[src/mips_pkg.sv]
package mips_pkg;

    ////////////////////////////////////////
    // Widths and sizes
    ////////////////////////////////////////
    localparam int XLEN        = 32;                // Data and address width
    localparam int NB_REG      = 5;                 // Register index width
    localparam int NUM_REGS    = 1 << NB_REG;       // 32 GPRs
    localparam int NB_BE       = XLEN / 8;          // Byte lanes per word
    localparam int NB_OFFSET   = $clog2(NB_BE);     // Byte offset bits of an address
    localparam int NB_OP       = 5;                 // Opcode width
    localparam int RAM_WORDS   = 1024;              // 4 KiB data RAM
    localparam int NB_RAM_ADDR = $clog2(RAM_WORDS); // Word index width

    ////////////////////////////////////////
    // Opcodes, already decoded upstream
    ////////////////////////////////////////
    typedef enum logic [NB_OP-1:0] {
        OP_NOP  = 5'd0,
        // R-type and immediate ALU ops
        OP_ADD  = 5'd1,
        OP_SUB  = 5'd2,
        OP_AND  = 5'd3,
        OP_OR   = 5'd4,
        OP_SLT  = 5'd5,
        OP_ADDI = 5'd6,
        // Loads
        OP_LW   = 5'd8,
        OP_LH   = 5'd9,
        OP_LHU  = 5'd10,
        OP_LB   = 5'd11,
        OP_LBU  = 5'd12,
        // Stores
        OP_SW   = 5'd16,
        OP_SH   = 5'd17,
        OP_SB   = 5'd18,
        // Conditional branches
        OP_BEQ  = 5'd24,
        OP_BNE  = 5'd25
    } mips_op_t;

    // ALU function picked by the execute decoder
    typedef enum logic [2:0] {
        ALU_ADD = 3'd0,
        ALU_SUB = 3'd1, // Also the branch compare
        ALU_AND = 3'd2,
        ALU_OR  = 3'd3,
        ALU_SLT = 3'd4  // Signed compare
    } alu_fn_t;

    ////////////////////////////////////////
    // Control words carried down the pipe
    ////////////////////////////////////////

    // Memory stage controls, mem_write sits at bit 0
    typedef struct packed {
        logic branch_ne;   // BNE, taken on nonzero
        logic size_byte;   // LB/LBU/SB
        logic size_half;   // LH/LHU/SH
        logic is_unsigned; // Zero extend loads
        logic branch;      // BEQ or BNE
        logic mem_read;
        logic mem_write;
    } mem_ctrl_t;

    // Writeback controls
    typedef struct packed {
        logic reg_write;  // Write the destination
        logic mem_to_reg; // Load data instead of ALU result
    } wb_ctrl_t;

endpackage
[src/mips_pipe_if.sv]
`timescale 1ns/1ps

// Execute to memory stage register outputs
interface ex_mem_if import mips_pkg::*; ();

    logic              valid;         // Qualifies the whole bundle
    logic [XLEN-1:0]   alu_result;    // Also the load/store address
    logic [XLEN-1:0]   store_data;    // rt data, unaligned
    logic              alu_zero;      // Branch compare result
    logic [XLEN-1:0]   branch_target;
    logic [NB_REG-1:0] dest;
    mem_ctrl_t         mem_ctrl;
    wb_ctrl_t          wb_ctrl;

    modport source (
        output valid, alu_result, store_data, alu_zero,
        output branch_target, dest, mem_ctrl, wb_ctrl
    );

    modport sink (
        input valid, alu_result, store_data, alu_zero,
        input branch_target, dest, mem_ctrl, wb_ctrl
    );

endinterface

// Memory stage to writeback register outputs
interface mem_wb_if import mips_pkg::*; ();

    logic              valid;
    logic [XLEN-1:0]   alu_result;
    logic [XLEN-1:0]   read_data;  // Sized and extended load data
    logic [NB_REG-1:0] dest;
    wb_ctrl_t          wb_ctrl;

    modport source (
        output valid, alu_result, read_data, dest, wb_ctrl
    );

    modport sink (
        input valid, alu_result, read_data, dest, wb_ctrl
    );

endinterface

[src/mips_mem_stage.sv]
`timescale 1ns/1ps

module mips_mem_stage import mips_pkg::*;
(
    input  logic                   i_clk,
    input  logic                   i_rst,
    ex_mem_if.sink                 ex,
    mem_wb_if.source               wb,
    output logic [NB_RAM_ADDR-1:0] o_ram_addr,      // Word index
    output logic [XLEN-1:0]        o_ram_wdata,
    output logic [NB_BE-1:0]       o_ram_be,
    output logic                   o_ram_we,
    input  logic [XLEN-1:0]        i_ram_rdata,
    output logic                   o_pc_src,
    output logic [XLEN-1:0]        o_branch_target
);

    logic [NB_OFFSET-1:0] byte_off;
    logic [7:0]           load_byte;
    logic [15:0]          load_half;
    logic [XLEN-1:0]      load_data;

    ////////////////////////////////////////
    // Branch decision
    ////////////////////////////////////////

    // BEQ on zero, BNE on nonzero
    assign o_pc_src = ex.valid && ex.mem_ctrl.branch
                      && (ex.mem_ctrl.branch_ne ? !ex.alu_zero : ex.alu_zero);
    assign o_branch_target = ex.branch_target;

    ////////////////////////////////////////
    // Store lane placement
    ////////////////////////////////////////
    assign byte_off   = ex.alu_result[NB_OFFSET-1:0];
    assign o_ram_addr = ex.alu_result[NB_OFFSET +: NB_RAM_ADDR]; // Wraps at 4 KiB
    assign o_ram_we   = ex.valid && ex.mem_ctrl.mem_write;

    always_comb
    begin
        if (ex.mem_ctrl.size_byte)
        begin
            o_ram_wdata = {4{ex.store_data[7:0]}};     // Byte in every lane
            o_ram_be    = NB_BE'(1) << byte_off;
        end
        else if (ex.mem_ctrl.size_half)
        begin
            o_ram_wdata = {2{ex.store_data[15:0]}};    // Half in both halves
            o_ram_be    = byte_off[1] ? 4'b1100 : 4'b0011;
        end
        else
        begin
            o_ram_wdata = ex.store_data;
            o_ram_be    = '1;                          // Full word
        end
    end

    ////////////////////////////////////////
    // Load sizing and extension
    ////////////////////////////////////////
    assign load_byte = i_ram_rdata[8*byte_off +: 8];
    assign load_half = byte_off[1] ? i_ram_rdata[31:16] : i_ram_rdata[15:0];

    always_comb
    begin
        if (!ex.mem_ctrl.mem_read)
            load_data = '0;
        else if (ex.mem_ctrl.size_byte)
            load_data = ex.mem_ctrl.is_unsigned ? {24'b0, load_byte}
                                                : {{24{load_byte[7]}}, load_byte};
        else if (ex.mem_ctrl.size_half)
            load_data = ex.mem_ctrl.is_unsigned ? {16'b0, load_half}
                                                : {{16{load_half[15]}}, load_half}; // bit 15
        else
            load_data = i_ram_rdata; // LW
    end

    ////////////////////////////////////////
    // MEM/WB register
    ////////////////////////////////////////
    always_ff @(posedge i_clk)
    begin
        if (!i_rst)
        begin
            wb.valid   <= 1'b0;
            wb.wb_ctrl <= '0;
        end
        else
        begin
            wb.valid   <= ex.valid;
            wb.wb_ctrl <= ex.wb_ctrl;
        end
    end

    always_ff @(posedge i_clk)
    begin
        wb.alu_result <= ex.alu_result;
        wb.read_data  <= load_data;
        wb.dest       <= ex.dest;
    end

endmodule

[src/flat_wrapper.sv]
// flat-port wrapper written by rule: the top's interface ports become plain ports
module mips_mem_stage_flat import mips_pkg::*;
  (i_clk, i_rst, o_ram_addr, o_ram_wdata, o_ram_be, o_ram_we, i_ram_rdata, o_pc_src, o_branch_target, ex_valid, ex_alu_result, ex_store_data, ex_alu_zero, ex_branch_target, ex_dest, ex_mem_ctrl, ex_wb_ctrl, wb_valid, wb_alu_result, wb_read_data, wb_dest, wb_wb_ctrl);
  ex_mem_if ex_i ();
  mem_wb_if wb_i ();
  input  logic i_clk;
  input  logic i_rst;
  output logic [NB_RAM_ADDR-1:0] o_ram_addr;
  output logic [XLEN-1:0] o_ram_wdata;
  output logic [NB_BE-1:0] o_ram_be;
  output logic o_ram_we;
  input  logic [XLEN-1:0] i_ram_rdata;
  output logic o_pc_src;
  output logic [XLEN-1:0] o_branch_target;
  input wire logic [$bits(ex_i.valid)-1:0] ex_valid;
  input wire logic [$bits(ex_i.alu_result)-1:0] ex_alu_result;
  input wire logic [$bits(ex_i.store_data)-1:0] ex_store_data;
  input wire logic [$bits(ex_i.alu_zero)-1:0] ex_alu_zero;
  input wire logic [$bits(ex_i.branch_target)-1:0] ex_branch_target;
  input wire logic [$bits(ex_i.dest)-1:0] ex_dest;
  input wire logic [$bits(ex_i.mem_ctrl)-1:0] ex_mem_ctrl;
  input wire logic [$bits(ex_i.wb_ctrl)-1:0] ex_wb_ctrl;
  output wire logic [$bits(wb_i.valid)-1:0] wb_valid;
  output wire logic [$bits(wb_i.alu_result)-1:0] wb_alu_result;
  output wire logic [$bits(wb_i.read_data)-1:0] wb_read_data;
  output wire logic [$bits(wb_i.dest)-1:0] wb_dest;
  output wire logic [$bits(wb_i.wb_ctrl)-1:0] wb_wb_ctrl;
  assign ex_i.valid = ex_valid;
  assign ex_i.alu_result = ex_alu_result;
  assign ex_i.store_data = ex_store_data;
  assign ex_i.alu_zero = ex_alu_zero;
  assign ex_i.branch_target = ex_branch_target;
  assign ex_i.dest = ex_dest;
  assign ex_i.mem_ctrl = ex_mem_ctrl;
  assign ex_i.wb_ctrl = ex_wb_ctrl;
  assign wb_valid = wb_i.valid;
  assign wb_alu_result = wb_i.alu_result;
  assign wb_read_data = wb_i.read_data;
  assign wb_dest = wb_i.dest;
  assign wb_wb_ctrl = wb_i.wb_ctrl;
  mips_mem_stage u_core (.i_clk(i_clk), .i_rst(i_rst), .ex(ex_i), .wb(wb_i), .o_ram_addr(o_ram_addr), .o_ram_wdata(o_ram_wdata), .o_ram_be(o_ram_be), .o_ram_we(o_ram_we), .i_ram_rdata(i_ram_rdata), .o_pc_src(o_pc_src), .o_branch_target(o_branch_target));
endmodule
[config.mk]
export PLATFORM = sky130hd
export DESIGN_NAME = mips_mem_stage_flat
export DESIGN_NICKNAME = d
export VERILOG_FILES = /design/src/mips_pkg.sv /design/src/mips_pipe_if.sv /design/src/mips_mem_stage.sv /design/src/flat_wrapper.sv
export SDC_FILE = /design/constraint.sdc
export NUM_CORES = 1
export LEC_CHECK = 0
export BUFFER_PORTS_ARGS = -buffer_cell sky130_fd_sc_hd__buf_4
export CORE_AREA = 5 5 114 116
export CTS_BUF_LIST = sky130_fd_sc_hd__clkbuf_8 sky130_fd_sc_hd__clkbuf_16
export DETAILED_ROUTE_END_ITERATION = 6
export DIE_AREA = 0 0 119 121
export HOLD_SLACK_MARGIN = 0.02
export PLACE_DENSITY_LB_ADDON = 0.05
export SYNTH_ARGS = -nofsm -noshare
export SYNTH_HDL_FRONTEND = slang
export SYNTH_SLANG_ARGS = --single-unit
[constraint.sdc]
create_clock -name i_clk -period 2.1 [get_ports i_clk]
set_input_delay 0.105 -clock i_clk [delete_from_list [all_inputs] [get_ports i_clk]]
set_output_delay 0.105 -clock i_clk [all_outputs]
set_load 0.05 [all_outputs]
After elaboration in Yosys (flattened, before gate mapping)
Cells that the tools add are included.

word-level totals
  register bits after elaboration = 72
  output and inout bits = 152

cells by class
  multiplexer cells = 11
  shifts and indexed selects = 2
  reductions and logical operators = 4

operators with widths
  cell                                             count
  two-way mux 32 bit                               6
  indexed part select 32 x 6 -> 8 bit              1
  two-way mux 16 bit                               1
  two-way mux 4 bit                                3
  left shift 1 x 2 -> 4 bit, first input constant  1
  logical AND 1 bit                                3
  logical NOT 1 bit                                1
  two-way mux 1 bit                                1

Longest topological paths before layout
  depth in word-level cells = 4
  gate-level depth with buffers = 5

Worst setup path after synthesis
Ideal clock, no wire load.

  kind = input port to output port
  start point = input port ex_mem_ctrl[4]
  end point = output port o_ram_wdata[24]
  cell stages on the path = 4
  path buffers = 2
  arrival = 1,703 ps
  setup slack = 292 ps
  path through = buf_2 -> buf_2 -> mux2i_1 -> o21ai_0

between the ends
  longest elaborated chain between the ends = 2

ends and longest elaborated chain
  element             line                  text
  start, declared     flat_wrapper.sv:21    input wire logic [$bits(ex_i.mem_ctrl)-1:0] ex_mem_ctrl;
  two-way mux 32 bit  mips_mem_stage.sv:46  else if (ex.mem_ctrl.size_half)
  two-way mux 32 bit  mips_mem_stage.sv:41  if (ex.mem_ctrl.size_byte)
  end, declared       flat_wrapper.sv:9     output logic [XLEN-1:0] o_ram_wdata;

Every way passes these cells.

Worst setup path in the final report
  start point = input port ex_alu_result[0]
  end point = output port o_ram_be[0]

between the ends
  longest elaborated chain between the ends = 2

ends and longest elaborated chain
  element                    line                  text
  start, declared            flat_wrapper.sv:16    input wire logic [$bits(ex_i.alu_result)-1:0] ex_alu_result;
  left shift 1 x 2 -> 4 bit  mips_mem_stage.sv:44  o_ram_be = NB_BE'(1) << byte_off;
  two-way mux 4 bit          mips_mem_stage.sv:41
  end, declared              flat_wrapper.sv:10    output logic [NB_BE-1:0] o_ram_be;

Every way passes these cells.

==> results.tsv <==
stage	metric	value	unit
yosys	yosysTopAreaCell	dfxtp_1	
placed_design	gp_congestion	0.7553	
grt	grt_max_degree	31	
yosys	synth-main-ff-cell	dfxtp_1	
critical_path	slowest_delay	540	ps
power	p_int	2823	uW
final_layout	layout-drive-gt1-share	52.21	%
yosys	synth_top_area_share	44.56	%
placed_design	placed_area	4677	um^2
floorplan	die_x	119	um
critical_path	crit_chain	dlygate4sd3_1 -> buf_4 -> nor2_1 -> or2_2 -> buf_4	
yosys	yosysMostFrequentCell	dfxtp_1	
timing	fin_tns_setup	0	ps
detailed_routing	drc	0	
detailed_routing	first_pass_iters	4	
detailed_routing	wl_per_cell	16.71	um
critical_path	cp_slowest_cell	dlygate4sd3_1	
clock_network	clockRootBuffer	clkbuf_16	
hold_path	hp-class	input port to register	
grt	grt_pass1_vias	3147	
run	cap_violations	0	
timing	holdWs	68.40	ps
grt	overflow	0	
floorplan	die_y	121	um
floorplan	num_rows	40	
final_layout	utilization	45.50	%
power	comb_power_share	30.6	%
power	switching_share	32.61	%
critical_path	crit_start	ex_alu_result[0]	
final_layout	fin_nets	685	
timing	tightest_slew	553.8	ps
final_layout	fillers	1164	
floorplan	core	11810	um^2
detailed_routing	ant_nets	0	
detailed_routing	routed_wirelength	11510	um
detailed_routing	drt-initial-drc-count	149	
timing	finalSetupViolCount	0	
critical_path	cp_top_family	buffers and inverters	
timing	slew_headroom	62.85	%
yosys	syn_nets	466	
power	pwr-share-clk	34.1	%
placed_design	dp_hpwl	9035	um
yosys	synth.distinct_cells	36	
power	power_density	779.4	nW/um^2
power	ir_worst_vdd	0.3178	mV
critical_path	critPathKind	input port to primary output	
yosys	synth-seq-cells	72	
clock_network	h-tree-depth	3	
power	leakage	0.002533	uW
final_layout	syn_to_final_growth	66.15	%
critical_path	critPathCaptureType	primary output	
yosys	synth_area_leaders	dfxtp_1, buf_4, mux2_2	
final_layout	final_area	5374	um^2
yosys	synth_edf_count	0	
timing	finalCriticalPeriod	1639	ps
timing	finalHoldViolCount	0	
power	switchingPower	1366	uW
critical_path	critPathRequiredTime	2000	ps
timing	slew_viol_final	0	
yosys	async_reset_ff_share	0	%
hold_path	hold_path_startpoint	i_ram_rdata[12]	
critical_path	cp-start-kind	input port	
yosys	yosys_warnings	0	
timing	fin_crit_sh	78.07	%
grt	grt.total_usage	15.19	%
clock_network	cts.clk_slew.worst_paths	50	ps
yosys	synth_area	3234	um^2
clock_network	cts_buffers	9	
clock_network	cts_buffer_depth	2	
yosys	synth_area_per_cell	10.11	um^2
timing	fmax	609.9	MHz
grt	grt_first_pass_wirelength	16980	um
final_layout	n_antenna_cell	0	
clock_network	post_cts_buffers	0	
power	p_seq_share	35.2	%
grt	antenna_found_initial	0	
floorplan	initial_core_util	27.38	%
clock_network	clock_sinks	72	
run_status	status	finished, final reports clean	
critical_path	arrival	1530	ps
floorplan	io_pins	298	
timing	rsz0062_at_grt	false	
detailed_routing	vias	3046	
yosys	syn_inst	320	
clock_network	cts_tree	done	
yosys	synth_commonest_cells	dfxtp_1, buf_4, nand2_1	
floorplan	die_area	14400	um^2
detailed_routing	viasPerCell	4.421	
yosys	yosysSeqAreaShare	44.56	%
critical_path	crit_fanout	9	
placed_design	portBuffers	233	
critical_path	critPathBufInv	3	
critical_path	critPathMostFrequentCell	buf_4	
## flip-flops by register name (all words and copies together), names as in the netlist
register              flops
u_core.wb.read_data      32
u_core.wb.wb_ctrl         2
u_core.wb.alu_result     32
u_core.wb.valid           1
u_core.wb.dest            5
## power groups by stage
stage	Combinational (uW)	Sequential, uW	Clock (uW)
2_1_floorplan	645	1810	0
3_3_place_gp	1230	1510	0
3_5_place_dp	1230	1510	0
4_1_cts	1300	1480	1480
5_1_grt	1350	1480	1540
6_report	1280	1480	1430
## path summary, 6_finish.rpt
| kind | end | slack [ps] | depth (start not counted) |
|---|---|---|---|
| max | o_ram_be[0] | 460 | 5 |
| min | u_core.wb.read_data[12] | 70 | 3 |
## per-stage QoR
| step | setup slack (ps) | instances | power (uW) |
|---|---|---|---|
| after CTS | 467.9 | 689 | 4256 |
| after detailed placement | 640.9 | 633 | 2738 |
| final | 460.5 | 689 | 4188 |
| after global routing | 377.5 | 689 | 4370 |
| after global placement | 680.0 | 633 | 2731 |
| after floorplan | 292.2 | 320 | 2457 |
## cell usage in the layout, fill, tap and decap left out, types with 2 or more instances in the layout
cell type and n:
a41oi_1 8, clkinv_2 2, clkbuf_16 9, mux2_2 16
and2_1 5, o21ai_0 23, a21boi_0 2, inv_1 11
and3_1 10, o21bai_1 2, a41oi_2 8, nor2_1 2
nand2_1 34, mux2_4 2, nand3_1 7, a31oi_1 7
mux2i_1 9, dfxtp_1 72, nand4_4 2, buf_4 236
a21oi_1 9, dlygate4sd3_1 42, nor2b_1 2, a211oi_1 8
## cell families (layout without fill, tap and decap cells)
family	Yosys count	after routing	synth area share [%]
flip-flops	72	72	44.56
multiplexers	27	27	9.284
AND/OR/NAND/NOR	67	67	11.10
AO/OA/AOI/OAI	72	72	17.64
XOR/XNOR	1	1	0.2708
buffers and inverters	81	303	17.14
## layer usage
layer,track usage [%],up-vias,share of wire [%]
met3,5.175,33,8.4
met2,28.86,148,54
met5,0,-,0
met4,6.155,0,2.7
li1,-,1499,-
met1,15.01,1366,35
## worst min-delay path, cell delays in order
cell      delay (ps)
buf_4             80
a211oi_1          50
a21oi_1          100
## final cells by class
type	instances	area [um^2]	share of cell area, %
repair buffers	278	2192	40.79
flip-flops and latches	72	1441	26.82
clock inverters	5	51.30	0.9546
clock buffers	9	225.2	4.191
well taps	147	183.9	3.423
inverters	11	41.29	0.7683
multi-input cells	167	1239	23.05
## timing repair
action	CTS	global route
endpoints found under the hold margin	39	0
gates resized for setup	0	0
hold buffers	42	0
(Power assumes the default switching activity.)
