[config.mk]
export PLATFORM = sky130hd
export DESIGN_NAME = mips_execute_flat
export DESIGN_NICKNAME = d
export VERILOG_FILES = /design/src/mips_pkg.sv /design/src/mips_pipe_if.sv /design/src/mips_execute.sv /design/src/flat_wrapper.sv
export SDC_FILE = /design/constraint.sdc
export NUM_CORES = 1
export LEC_CHECK = 0
export BUFFER_PORTS_ARGS = -buffer_cell sky130_fd_sc_hd__buf_2
export CAP_MARGIN = 20
export CORE_MARGIN = 5
export CORE_UTILIZATION = 30
export CTS_BUF_LIST = sky130_fd_sc_hd__clkbuf_4 sky130_fd_sc_hd__clkbuf_8 sky130_fd_sc_hd__clkbuf_16
export CTS_CLUSTER_SIZE = 28
export DETAILED_ROUTE_END_ITERATION = 7
export GPL_ROUTABILITY_DRIVEN = 0
export PLACE_DENSITY = 0.51
export SLEW_MARGIN = 25
export SYNTH_ARGS = -nofsm -noshare
export SYNTH_HDL_FRONTEND = slang
export SYNTH_SLANG_ARGS = --single-unit
[constraint.sdc]
create_clock -name i_clk -period 15.5 [get_ports i_clk]
set_clock_uncertainty 0.15 [all_clocks]
set_input_delay 0.775 -clock i_clk [delete_from_list [all_inputs] [get_ports i_clk]]
set_output_delay 0.775 -clock i_clk [all_outputs]
set_load 0.1 [all_outputs]
[src/mips_pkg.sv]
package mips_pkg;

    ////////////////////////////////////////
    // Widths and sizes
    ////////////////////////////////////////
    localparam int XLEN        = 32;                // Data and address width
    localparam int NB_REG      = 5;                 // Register index width
    localparam int NUM_REGS    = 1 << NB_REG;       // 32 GPRs
    localparam int NB_BE       = XLEN / 8;          // Byte lanes per word
    localparam int NB_OFFSET   = $clog2(NB_BE);     // Byte offset bits of an address
    localparam int NB_OP       = 5;                 // Opcode width
    localparam int RAM_WORDS   = 1024;              // 4 KiB data RAM
    localparam int NB_RAM_ADDR = $clog2(RAM_WORDS); // Word index width

    ////////////////////////////////////////
    // Opcodes, already decoded upstream
    ////////////////////////////////////////
    typedef enum logic [NB_OP-1:0] {
        OP_NOP  = 5'd0,
        // R-type and immediate ALU ops
        OP_ADD  = 5'd1,
        OP_SUB  = 5'd2,
        OP_AND  = 5'd3,
        OP_OR   = 5'd4,
        OP_SLT  = 5'd5,
        OP_ADDI = 5'd6,
        // Loads
        OP_LW   = 5'd8,
        OP_LH   = 5'd9,
        OP_LHU  = 5'd10,
        OP_LB   = 5'd11,
        OP_LBU  = 5'd12,
        // Stores
        OP_SW   = 5'd16,
        OP_SH   = 5'd17,
        OP_SB   = 5'd18,
        // Conditional branches
        OP_BEQ  = 5'd24,
        OP_BNE  = 5'd25
    } mips_op_t;

    // ALU function picked by the execute decoder
    typedef enum logic [2:0] {
        ALU_ADD = 3'd0,
        ALU_SUB = 3'd1, // Also the branch compare
        ALU_AND = 3'd2,
        ALU_OR  = 3'd3,
        ALU_SLT = 3'd4  // Signed compare
    } alu_fn_t;

    ////////////////////////////////////////
    // Control words carried down the pipe
    ////////////////////////////////////////

    // Memory stage controls, mem_write sits at bit 0
    typedef struct packed {
        logic branch_ne;   // BNE, taken on nonzero
        logic size_byte;   // LB/LBU/SB
        logic size_half;   // LH/LHU/SH
        logic is_unsigned; // Zero extend loads
        logic branch;      // BEQ or BNE
        logic mem_read;
        logic mem_write;
    } mem_ctrl_t;

    // Writeback controls
    typedef struct packed {
        logic reg_write;  // Write the destination
        logic mem_to_reg; // Load data instead of ALU result
    } wb_ctrl_t;

endpackage
[src/mips_pipe_if.sv]
`timescale 1ns/1ps

// Execute to memory stage register outputs
interface ex_mem_if import mips_pkg::*; ();

    logic              valid;         // Qualifies the whole bundle
    logic [XLEN-1:0]   alu_result;    // Also the load/store address
    logic [XLEN-1:0]   store_data;    // rt data, unaligned
    logic              alu_zero;      // Branch compare result
    logic [XLEN-1:0]   branch_target;
    logic [NB_REG-1:0] dest;
    mem_ctrl_t         mem_ctrl;
    wb_ctrl_t          wb_ctrl;

    modport source (
        output valid, alu_result, store_data, alu_zero,
        output branch_target, dest, mem_ctrl, wb_ctrl
    );

    modport sink (
        input valid, alu_result, store_data, alu_zero,
        input branch_target, dest, mem_ctrl, wb_ctrl
    );

endinterface


[src/mips_execute.sv]
`timescale 1ns/1ps

module mips_execute import mips_pkg::*;
(
    input  logic              i_clk,
    input  logic              i_rst,
    input  logic              i_valid,
    input  mips_op_t          i_op,
    input  logic [XLEN-1:0]   i_pc,
    input  logic [XLEN-1:0]   i_imm,     // Sign extended upstream
    input  logic [NB_REG-1:0] i_rd,
    input  logic [XLEN-1:0]   i_rs_data,
    input  logic [XLEN-1:0]   i_rt_data,
    ex_mem_if.source          ex
);

    alu_fn_t         alu_fn;
    logic            use_imm;   // Operand B from the immediate
    logic            writes_rd; // ALU ops and loads
    mem_ctrl_t       mem_ctrl;
    wb_ctrl_t        wb_ctrl;
    logic [XLEN-1:0] operand_b;
    logic [XLEN-1:0] alu_result;
    logic [XLEN-1:0] branch_target;

    ////////////////////////////////////////
    // Control decode
    ////////////////////////////////////////
    always_comb
    begin
        alu_fn    = ALU_ADD;
        use_imm   = 1'b0;
        writes_rd = 1'b0;
        mem_ctrl  = '0;
        wb_ctrl   = '0;
        case (i_op)
            OP_ADD:  writes_rd = 1'b1;
            OP_SUB:
            begin
                alu_fn    = ALU_SUB;
                writes_rd = 1'b1;
            end
            OP_AND:
            begin
                alu_fn    = ALU_AND;
                writes_rd = 1'b1;
            end
            OP_OR:
            begin
                alu_fn    = ALU_OR;
                writes_rd = 1'b1;
            end
            OP_SLT:
            begin
                alu_fn    = ALU_SLT;
                writes_rd = 1'b1;
            end
            OP_ADDI:
            begin
                use_imm   = 1'b1;
                writes_rd = 1'b1;
            end
            OP_LW, OP_LH, OP_LHU, OP_LB, OP_LBU:
            begin
                use_imm              = 1'b1; // Address = rs + imm
                writes_rd            = 1'b1;
                mem_ctrl.mem_read    = 1'b1;
                mem_ctrl.size_half   = (i_op == OP_LH) || (i_op == OP_LHU);
                mem_ctrl.size_byte   = (i_op == OP_LB) || (i_op == OP_LBU);
                mem_ctrl.is_unsigned = (i_op == OP_LHU) || (i_op == OP_LBU);
            end
            OP_SW, OP_SH, OP_SB:
            begin
                use_imm            = 1'b1;
                mem_ctrl.mem_write = 1'b1;
                mem_ctrl.size_half = (i_op == OP_SH);
                mem_ctrl.size_byte = (i_op == OP_SB);
            end
            OP_BEQ, OP_BNE:
            begin
                alu_fn             = ALU_SUB; // Zero flag is the compare
                mem_ctrl.branch    = 1'b1;
                mem_ctrl.branch_ne = (i_op == OP_BNE);
            end
            default: ; // NOP
        endcase
        wb_ctrl.reg_write  = writes_rd && (i_rd != '0); // No write to r0
        wb_ctrl.mem_to_reg = mem_ctrl.mem_read;
        if (!i_valid)
        begin
            mem_ctrl = '0; // Bubbles carry no side effects
            wb_ctrl  = '0;
        end
    end

    ////////////////////////////////////////
    // ALU and branch target
    ////////////////////////////////////////
    assign operand_b = use_imm ? i_imm : i_rt_data;

    always_comb
    begin
        case (alu_fn)
            ALU_SUB: alu_result = i_rs_data - operand_b;
            ALU_AND: alu_result = i_rs_data & operand_b;
            ALU_OR:  alu_result = i_rs_data | operand_b;
            ALU_SLT: alu_result = {{(XLEN-1){1'b0}}, $signed(i_rs_data) < $signed(operand_b)};
            default: alu_result = i_rs_data + operand_b;
        endcase
    end

    // PC + 4 + (imm << 2)
    assign branch_target = i_pc + XLEN'(4) + {i_imm[XLEN-3:0], 2'b00};

    ////////////////////////////////////////
    // EX/MEM register
    ////////////////////////////////////////
    always_ff @(posedge i_clk)
    begin
        if (!i_rst)
        begin
            ex.valid    <= 1'b0;
            ex.mem_ctrl <= '0;
            ex.wb_ctrl  <= '0;
        end
        else
        begin
            ex.valid    <= i_valid;
            ex.mem_ctrl <= mem_ctrl;
            ex.wb_ctrl  <= wb_ctrl;
        end
    end

    // Payload registers
    always_ff @(posedge i_clk)
    begin
        ex.alu_result    <= alu_result;
        ex.store_data    <= i_rt_data;
        ex.alu_zero      <= (alu_result == '0);
        ex.branch_target <= branch_target;
        ex.dest          <= writes_rd ? i_rd : '0; // No destination without a write
    end

endmodule

[src/flat_wrapper.sv]
// flat-port wrapper written by rule: the top's interface ports become plain ports
module mips_execute_flat import mips_pkg::*;
  (i_clk, i_rst, i_valid, i_op, i_pc, i_imm, i_rd, i_rs_data, i_rt_data, ex_valid, ex_alu_result, ex_store_data, ex_alu_zero, ex_branch_target, ex_dest, ex_mem_ctrl, ex_wb_ctrl);
  ex_mem_if ex_i ();
  input  logic i_clk;
  input  logic i_rst;
  input  logic i_valid;
  input  mips_op_t i_op;
  input  logic [XLEN-1:0] i_pc;
  input  logic [XLEN-1:0] i_imm;
  input  logic [NB_REG-1:0] i_rd;
  input  logic [XLEN-1:0] i_rs_data;
  input  logic [XLEN-1:0] i_rt_data;
  output wire logic [$bits(ex_i.valid)-1:0] ex_valid;
  output wire logic [$bits(ex_i.alu_result)-1:0] ex_alu_result;
  output wire logic [$bits(ex_i.store_data)-1:0] ex_store_data;
  output wire logic [$bits(ex_i.alu_zero)-1:0] ex_alu_zero;
  output wire logic [$bits(ex_i.branch_target)-1:0] ex_branch_target;
  output wire logic [$bits(ex_i.dest)-1:0] ex_dest;
  output wire logic [$bits(ex_i.mem_ctrl)-1:0] ex_mem_ctrl;
  output wire logic [$bits(ex_i.wb_ctrl)-1:0] ex_wb_ctrl;
  assign ex_valid = ex_i.valid;
  assign ex_alu_result = ex_i.alu_result;
  assign ex_store_data = ex_i.store_data;
  assign ex_alu_zero = ex_i.alu_zero;
  assign ex_branch_target = ex_i.branch_target;
  assign ex_dest = ex_i.dest;
  assign ex_mem_ctrl = ex_i.mem_ctrl;
  assign ex_wb_ctrl = ex_i.wb_ctrl;
  mips_execute u_core (.i_clk(i_clk), .i_rst(i_rst), .i_valid(i_valid), .i_op(i_op), .i_pc(i_pc), .i_imm(i_imm), .i_rd(i_rd), .i_rs_data(i_rs_data), .i_rt_data(i_rt_data), .ex(ex_i));
endmodule
=== Word-level counts from Yosys, hierarchy flattened ===
Index checks and enable logic that the tools add are counted.
Widths: inputs -> output; s select.

* Register bits after elaboration: 111
* Latch bits: 0
* Bits in writable memories: 0
* Bits in read-only memories: 0
* Input bits: 141
* Output and inout bits: 112
* Logic and storage cells: 65
* Memories kept: 0

* $add $sub $neg: 4
* Multipliers: 0
* Div/mod/pow operators: 0
* Magnitude comparators: 1
* Equality and inequality tests: 20
* Shifts and indexed selects: 0
* Mux-type cells: 9
* Bitwise gates (word level): 2
* Reductions and logical operators: 15

{| class="wikitable"
|+ Operators with widths
! operator !! count
|-
| $pmux 32 s4 || 1
|-
| $add 32x32->32 || 2
|-
| $add 32x3->32 const B || 1
|-
| $and 32x32->32 || 1
|-
| $logic_not 32->1 || 1
|-
| $lt 32x32->1 || 1
|-
| $mux 32 || 1
|-
| $or 32x32->32 || 1
|-
| $sub 32x32->32 || 1
|-
| $eq 5x4->1 const B || 5
|-
| $eq 5x5->1 const B || 5
|-
| $eq 5x3->1 const B || 3
|-
| $pmux 3 s4 || 1
|-
| $reduce_or 11->1 || 1
|-
| $eq 5x2->1 const B || 2
|-
| $reduce_or 9->1 || 1
|-
| $eq 3x2->1 const B || 2
|-
| $reduce_and 3->1 || 2
|-
| $reduce_or 3->1 || 2
|-
| $eq 5x1->1 const B || 1
|-
| $mux 1 || 5
|-
| $reduce_bool 5->1 || 1
|-
| $reduce_or 5->1 || 1
|-
| $pmux 2 s2 || 1
|-
| 6 further kinds || 8
|}

=== Logic depth before layout (Yosys ltp) ===
Gate-level depths: netlist of the first run.

* Depth after elaboration: 7
* Mapped depth: 21
* Mapped depth without buffers: 19

=== Worst setup path before layout of the first run ===
OpenSTA, ideal clock, no wires.

* Kind: in2reg
* Start: in i_op[3]
* End: reg u_core.ex.alu_zero
* Library setup time: 87 ps
* Data arrival time: 6212 ps
* Data required time: 15263 ps
* Slack: 9051 ps
* Stages on the path: 20
* Buffers on the path: 3
* Cell sequence: buf_2 > mux2_2 > o32ai_1 > clkbuf_1 > mux2_2 > inv_1 > ha_1 > buf_6 > nand2b_4 > a2111o_1 > nand3b_2 > xnor2_1 > a221o_1 > or4b_1 > or4_1 > or4_1 > nor4_1 > nand4bb_1 > or4b_1 > nor4b_2

* Word-level cells in the longest chain between the ends: 7

{| class="wikitable"
|+ RTL lines
! item !! line !! source
|-
| start: declaration || flat_wrapper.sv:8 || <nowiki>input mips_op_t i_op;</nowiki>
|-
| $eq 5x3->1 (tied with other cells) || mips_execute.sv:36 || <nowiki>case (i_op)</nowiki>
|-
| $reduce_or 9->1 (no line) || -- ||
|-
| $mux 1 || mips_execute.sv:36 ||
|-
| $mux 32 || mips_execute.sv:99 || <nowiki>assign operand_b = use_imm ? i_imm : i_rt_data;</nowiki>
|-
| $add 32x32->32 (tied with other cells) || mips_execute.sv:108 || <nowiki>default: alu_result = i_rs_data + operand_b;</nowiki>
|-
| $pmux 32 s4 * || mips_execute.sv:103 || <nowiki>case (alu_fn)</nowiki>
|-
| via u_core.alu_result[6] || mips_execute.sv:23 || <nowiki>logic [XLEN-1:0] alu_result;</nowiki>
|-
| $logic_not 32->1 * || mips_execute.sv:139 || <nowiki>ex.alu_zero <= (alu_result == '0);</nowiki>
|-
| end signal: assignment || mips_execute.sv:139 ||
|-
| end: declaration || mips_pipe_if.sv:16 || <nowiki>output valid, alu_result, store_data, alu_zero,</nowiki>
|}

The timed path passes the listed nets; every way through them passes the cells marked *.
A chain may end at the register's enable or synchronous reset.

=== Final worst setup path of the first run ===
* Start: in i_op[2]
* End: reg u_core.ex.alu_zero

Same word-level chain as after synthesis.

==> qor.yml, run 1 <==
floorplanning:
  io-pin-count: 253
  core_um2: 32400
  rows: 66
  dieWidth_um: 191
  fp.dieH_um: 191
  die-area_um2: 36300
  start_util_pct: 30.2
yosys:
  synth.largest_area_cell: "dfxtp_1"
  yosys_warnings: 0
  ys_dominant_reg_cell: "dfxtp_1"
  ys_seq_area_share_pct: 22.7
  async_flop_share_pct: 0
  synth_fp_nets: 1493
  synth_top_cell_area_share_pct: 22.7
  syn-instance-count: 1195
  ys_top_cells_by_area: "dfxtp_1, ha_1, a21oi_1, inv_1, nor2_1"
  synth_area_um2: 9790
  synth_cell_types: 84
  syn-mean-instance-area_um2: 8.19
  ys_seq_elements: 111
  synth-edff-count: 0
power_and_ir_drop:
  p_int_uw: 671
  leakage_nw: 5.67
  seqPwrFrac_pct: 24.3
  p_switching_uw: 786
  power_density_nw_per_um2: 124
  power_frac_comb_pct: 58.6
  switching_share_pct: 54.0
  clkPwrFrac_pct: 17.1
  ir_drop_uv: 72.7
placed_design:
  port_buffers: 252
  hpwlAfterDp_um: 29100
  placed_cells: 1846
  place_area_um2: 11400
  dp_slack_ns: 8.37
global_routing:
  grt_pass1_vias: 9189
  antenna_found_initial: 3
  grt-ovfl-total: 0
  grt_max_degree: 36
  grt_pass1_wl_um: 53400
  grt_use_total_pct: 18.8
detailed_routing:
  wl_um: 35700
  vias: 9661
  antenna_left: 0
  wl_per_cell_um: 19.2
  drc: 0
  vias_per_cell: 5.18
  drt_pre_antenna_iters: 7
  drt_iter0_markers: 696
worst_setup_path:
  crit_fanout: 32
  cp_cell_sequence: "buf_2 -> nand2_1 -> mux2_2 -> o32ai_4 -> buf_4 -> mux2_2 -> inv_1 -> ha_1 -> o21ba_2 -> nor4_1 -> or4_1 -> a21oi_1 -> a211o_2 -> or4b_1 -> or4_1 -> or4_1 -> nor4_1 -> nand4bb_1 -> or4b_1 -> nor4b_2"
  crit_type: "in -> reg"
  critPathBufInv: 3
  crit_family: "simple AND/OR/NAND/NOR gates"
  cp.arrival_ns: 7.01
  end_kind: "register"
  cp_common_cell: "or4_1"
  crit_required_ns: 15.63
  setup.worst_path.start_class: "input port"
  cp_slowest_cell: "nor4_1"
  cp_slowest_stage_delay_ns: 0.53
clock_tree:
  cts_max_level: 3
  cts_tree: "built"
  clock-sinks: 111
  path_clk_slew_ns: 0.08
  numCtsBuffers: 9
  cts_root_buffer: "clkbuf_16"
  cts_setup_buffers: 0
  cts_resized: 0
  clockBufferDepth: 2
  ctsHoldBuffers: 0
cells_and_area:
  nNetsFinal: 1713
  area_growth_pct: 20.1
  drive_above_1_share_pct: 23.7
  final_cell_area_um2: 11700
  fin_cells: 1864
outcome:
  outcome: "finished clean"
timing:
  setup_ws_ns: 8.62
  hold_ws_ns: 0.361
  finalHoldViolCount: 0
  finalCritPeriodShare_pct: 44.4
  slew_viol_final: 0
  rsz0062_at_grt: "false"
  fin_tns_setup_ns: 0
  worstMarginPinSlew_ns: 0.976
  finalCriticalPeriod_ns: 6.88
  setup_violations: 0
  slew_headroom_pct: 34.9
  clock.fmax_mhz: 145
min_path:
  hp-start: "i_pc[1]"
  min_path_cells: 1
  worstHoldPathType: "in -> reg"
  hold_end: "u_core.ex.branch_target[1]"
job:
  drv_cap: 0
-- synth_stat cells, types with 10 or more instances --
library cell	count
ha_1	154
dfxtp_1	111
inv_1	110
nor2_1	110
a21oi_1	92
nand2_1	70
o21ai_0	56
xnor2_1	37
mux2_2	35
clkbuf_1	34
nor3_1	24
a21o_1	21
o21bai_1	20
nor2b_1	18
a211oi_1	17
nand3_1	15
nor4_1	14
o21a_1	14
o211ai_1	13
a31oi_1	12
and2_1	11
nand2b_1	11
o221ai_1	10
xor2_1	10
-- metrics by stage --
stage               util, %  total power, mW
floorplan                 -             1.03
global placement       35.3             1.21
detailed placement     35.3             1.21
CTS                    36.3             1.46
global route           36.3             1.53
finish                 36.3             1.46
-- logic make-up after synthesis --
kind of cell / after synthesis / share of synthesized area (%)
muxes: 40 / 4.54
and+or+nand+nor: 331 / 17.0
AOI/OAI and AO/OA: 351 / 24.5
xor gates and xnor gates: 47 / 4.21
DFF: 111 / 22.7
adders and majority gates: 157 / 20.3
buffers and inverters: 158 / 6.74
-- layout by cell type, fill, tap and decap left out, types with 6 or more instances in the layout --
cell and instances:
buf_2 252, ha_1 154, dfxtp_1 111, inv_1 110, nor2_1 110, a21oi_1 92, nand2_1 70, o21ai_0 56
xnor2_1 37, mux2_2 35, nor3_1 24, a21o_1 21, o21bai_1 20, nor2b_1 18, a211oi_1 17, nand3_1 15
o21a_1 14, o211ai_1 13, nor4_1 13, a31oi_1 12, nand2b_1 11, and2_1 11, o221ai_1 10, xor2_1 10
o31ai_1 9, nand4_1 9, a221o_1 9, clkbuf_16 9, a221oi_1 8, or3_1 7, and3_1 6, nor3b_1 6
or4_1 6
-- cell type report --
type | instances | area (µm²)
Multi-Input combinational cell | 926 | 6950
Clock buffer | 10 | 233
Sequential cell | 111 | 2220
Fill cell | 3447 | 20600
Antenna cell | 2 | 5.00
Inverter | 110 | 413
Clock inverter | 6 | 77.6
Tap cell | 442 | 553
Timing Repair Buffer | 257 | 1300
-- power by group through the flow --
stage / logic [mW] / registers (mW) / clock network (mW)
final: 0.853 / 0.354 / 0.250
after floorplan: 0.298 / 0.732 / 0
after global placement: 0.849 / 0.361 / 0
after global routing: 0.904 / 0.359 / 0.270
after detailed placement: 0.848 / 0.361 / 0
after CTS: 0.851 / 0.355 / 0.256
-- worst max path at each step --
stage             from            endpoint  slack (ns)  depth (start not counted)
2_1_floorplan  i_op[3]  u_core.ex.alu_zero        9.05                         20
3_3_place_gp   i_op[2]  u_core.ex.alu_zero        8.40                         20
3_5_place_dp   i_op[2]  u_core.ex.alu_zero        8.37                         20
4_1_cts        i_op[2]  u_core.ex.alu_zero        8.74                         20
5_1_grt        i_op[2]  u_core.ex.alu_zero        8.31                         20
6_report       i_op[2]  u_core.ex.alu_zero        8.62                         20
-- metal layers --
layer  track usage (%)  wire [µm]  up-vias  part of all wire, %
met4              4.75        628        2                  1.8
met2              31.2      16400      355                   46
li1                  -          -     4749                    -
met3              3.19       2200       43                  6.2
met1              25.6      16400     4512                   46
met5                 0          7        -                0.020
-- flip-flops by register name, indices dropped and copies added (netlist names) --
| register | flops |
|---|---|
| u_core.ex.mem_ctrl | 7 |
| u_core.ex.alu_zero | 1 |
| u_core.ex.wb_ctrl | 1 |
| u_core.ex.dest | 5 |
| u_core.ex.alu_result | 32 |
| u_core.ex.valid | 1 |
| u_core.ex.store_data | 32 |
| u_core.ex.branch_target | 32 |
No activity file was read; power rests on OpenSTA's default activity.
==> run 2, diff against run 1 <==
Clock period 15.5 ns to 6.94 ns, I/O delays scaled along.
==> qor.yml, run 2 (synthesized netlist as in run 1, its figures left out) <==
timing:
  finalCritPeriodShare_pct: 90.0
  setup_violations: 0  # unchanged
  worstMarginPinSlew_ns: 1.12  # +0.142 ns
  clock.fmax_mhz: 160
  rsz0062_at_grt: "false"
  finalHoldViolCount: 0  # unchanged
  fin_tns_setup_ns: 0  # unchanged
  slew_headroom_pct: 23.6  # -11 points
  hold_ws_ns: 0.0525  # -0.309 ns
  finalCriticalPeriod_ns: 6.24
  slew_viol_final: 0  # unchanged
worst_setup_path:
  cp_slowest_cell: "nor4_1"
  cp_cell_sequence: "buf_2 -> nand2_1 -> mux2_2 -> o32ai_4 -> mux2_2 -> inv_1 -> ha_1 -> o21ba_2 -> nor4_1 -> or4_1 -> a21oi_1 -> a211o_2 -> or4b_1 -> or4_1 -> or4_1 -> nor4_1 -> nand4bb_1 -> or4b_1 -> nor4b_2"
  crit_fanout: 17  # -47%
  crit_type: "in -> reg"
  cp-startpoint: "i_op[2]"
  cp_slowest_stage_delay_ns: 0.54  # about the same
  crit_required_ns: 7.06  # -8.57 ns
  end_kind: "register"
  cp_common_cell: "or4_1"
  cp.arrival_ns: 6.37  # -0.64 ns
  setup.worst_path.start_class: "input port"
  crit_family: "simple AND/OR/NAND/NOR gates"
  critPathBufInv: 2  # -1
clock_tree:
  clockBufferDepth: 2  # unchanged
  cts_setup_buffers: 0  # unchanged
  cts_root_buffer: "clkbuf_16"
  cts_tree: "built"
  cts_max_level: 3  # unchanged
  numCtsBuffers: 9  # unchanged
  path_clk_slew_ns: 0.07  # about the same
  clock-sinks: 111  # unchanged
placed_design:
  port_buffers: 252  # unchanged
  hpwlAfterDp_um: 29000  # -0.22%
global_routing:
  grt-ovfl-total: 0  # unchanged
  antenna_found_initial: 2  # -1
  grt_max_degree: 36  # unchanged
  grt_use_total_pct: 19.1  # +0.26 points
  grt_pass1_vias: 9598  # +4.5%
  grt_pass1_wl_um: 54500  # +1.9%
floorplanning:
  die-area_um2: 36300  # unchanged
  fp.dieH_um: 191  # unchanged
  start_util_pct: 30.2  # unchanged
  rows: 66  # unchanged
  dieWidth_um: 191  # unchanged
  io-pin-count: 253  # unchanged
  core_um2: 32400  # unchanged
min_path:
  worstHoldPathType: "in -> reg"
  hp-start: "i_rd[1]"
detailed_routing:
  vias_per_cell: 5.15  # -0.68%
  antenna_left: 0  # unchanged
  drt_iter0_markers: 727  # +4.5%
  drt_pre_antenna_iters: 5  # -2
  wl_um: 35900  # +0.54%
  wl_per_cell_um: 18.9  # -1.3%
  drc: 0  # unchanged
  vias: 9775  # +1.2%
cells_and_area:
  final_common_cell: "buf_2"
  reg.largest.list: "u_core.ex.alu_result x32, u_core.ex.branch_target x32, u_core.ex.store_data x32"
  layout_common_cells: "buf_2, ha_1, dfxtp_1"
  drive_above_1_share_pct: 23.1  # -0.55 points
  area_growth_pct: 23.4
  nNetsFinal: 1747  # +2.0%
power_and_ir_drop:
  p_switching_mw: 1.76  # +120%
  ir_drop_uv: 178  # +150%
  power_density_nw_per_um2: 268  # +120%
  p_int_mw: 1.49  # +120%
  clkPwrFrac_pct: 16.5  # -0.6 points
  power_frac_comb_pct: 59.2  # +0.6 points
  seqPwrFrac_pct: 24.3  # about the same
  switching_share_pct: 54.2  # +0.23 points
  power_mw: 3.24  # +120%
  leakage_nw: 5.81  # +2.4%
outcome:
  outcome: "finished clean"
job:
  drv_cap: 0  # unchanged
==> run 2: what timing repair did <==
| action | in CTS | in global routing |
|---|---|---|
| hold buffers | 34 | 0 |
| gates resized for setup | 0 | 0 |
| endpoints found under the hold margin | 34 | 0 |
==> run 2: layout make-up <==
cell class,count,area (µm²)
diodes,3,7.51
clock inverters,5,50.0
multi-input cells,926,6950
flip-flops and latches,111,2220
clock buffers,11,246
inverters,110,413
fillers,3421,20300
well taps,442,553
repair buffers,291,1640
==> run 2: path summary, 6_finish.rpt <==
path | endpoint | slack, ns | cells after the start
hold / removal | u_core.ex.dest[1] | 0.05 | 2
setup / recovery | u_core.ex.alu_zero | 0.70 | 19
==> run 2: power groups by stage <==
| stage | clock, mW | combinational, mW | sequential (mW) |
|---|---|---|---|
| 4_1_cts | 0.557 | 1.91 | 0.792 |
| 6_report | 0.535 | 1.92 | 0.789 |
| 5_1_grt | 0.579 | 2.03 | 0.800 |
| 2_1_floorplan | 0 | 0.667 | 1.63 |
| 3_5_place_dp | 0 | 1.89 | 0.805 |
| 3_3_place_gp | 0 | 1.89 | 0.805 |
==> run 2: stage by stage <==
stage / util, % / std cells / setup WS [ns] / instance area, µm²
final: 37.3 / 1899 / 0.697 / 12100
after global routing: 37.3 / 1898 / 0.261 / 12100
after CTS: 37.3 / 1896 / 0.732 / 12100
after detailed placement: 35.3 / 1846 / 0.381 / 11400
after global placement: 35.3 / 1846 / 0.503 / 11400
after floorplan: - / 1195 / 0.919 / 9790
==> run 2: layer usage <==
metal  track usage (%)  share of wire (%)  vias to the layer above
li1                  -                  -                     4823
met1              26.1                 47                     4619
met2              31.2                 46                      301
met3              3.24                5.7                       32
met4              5.03                1.9                        0
met5                 0                  0                        -
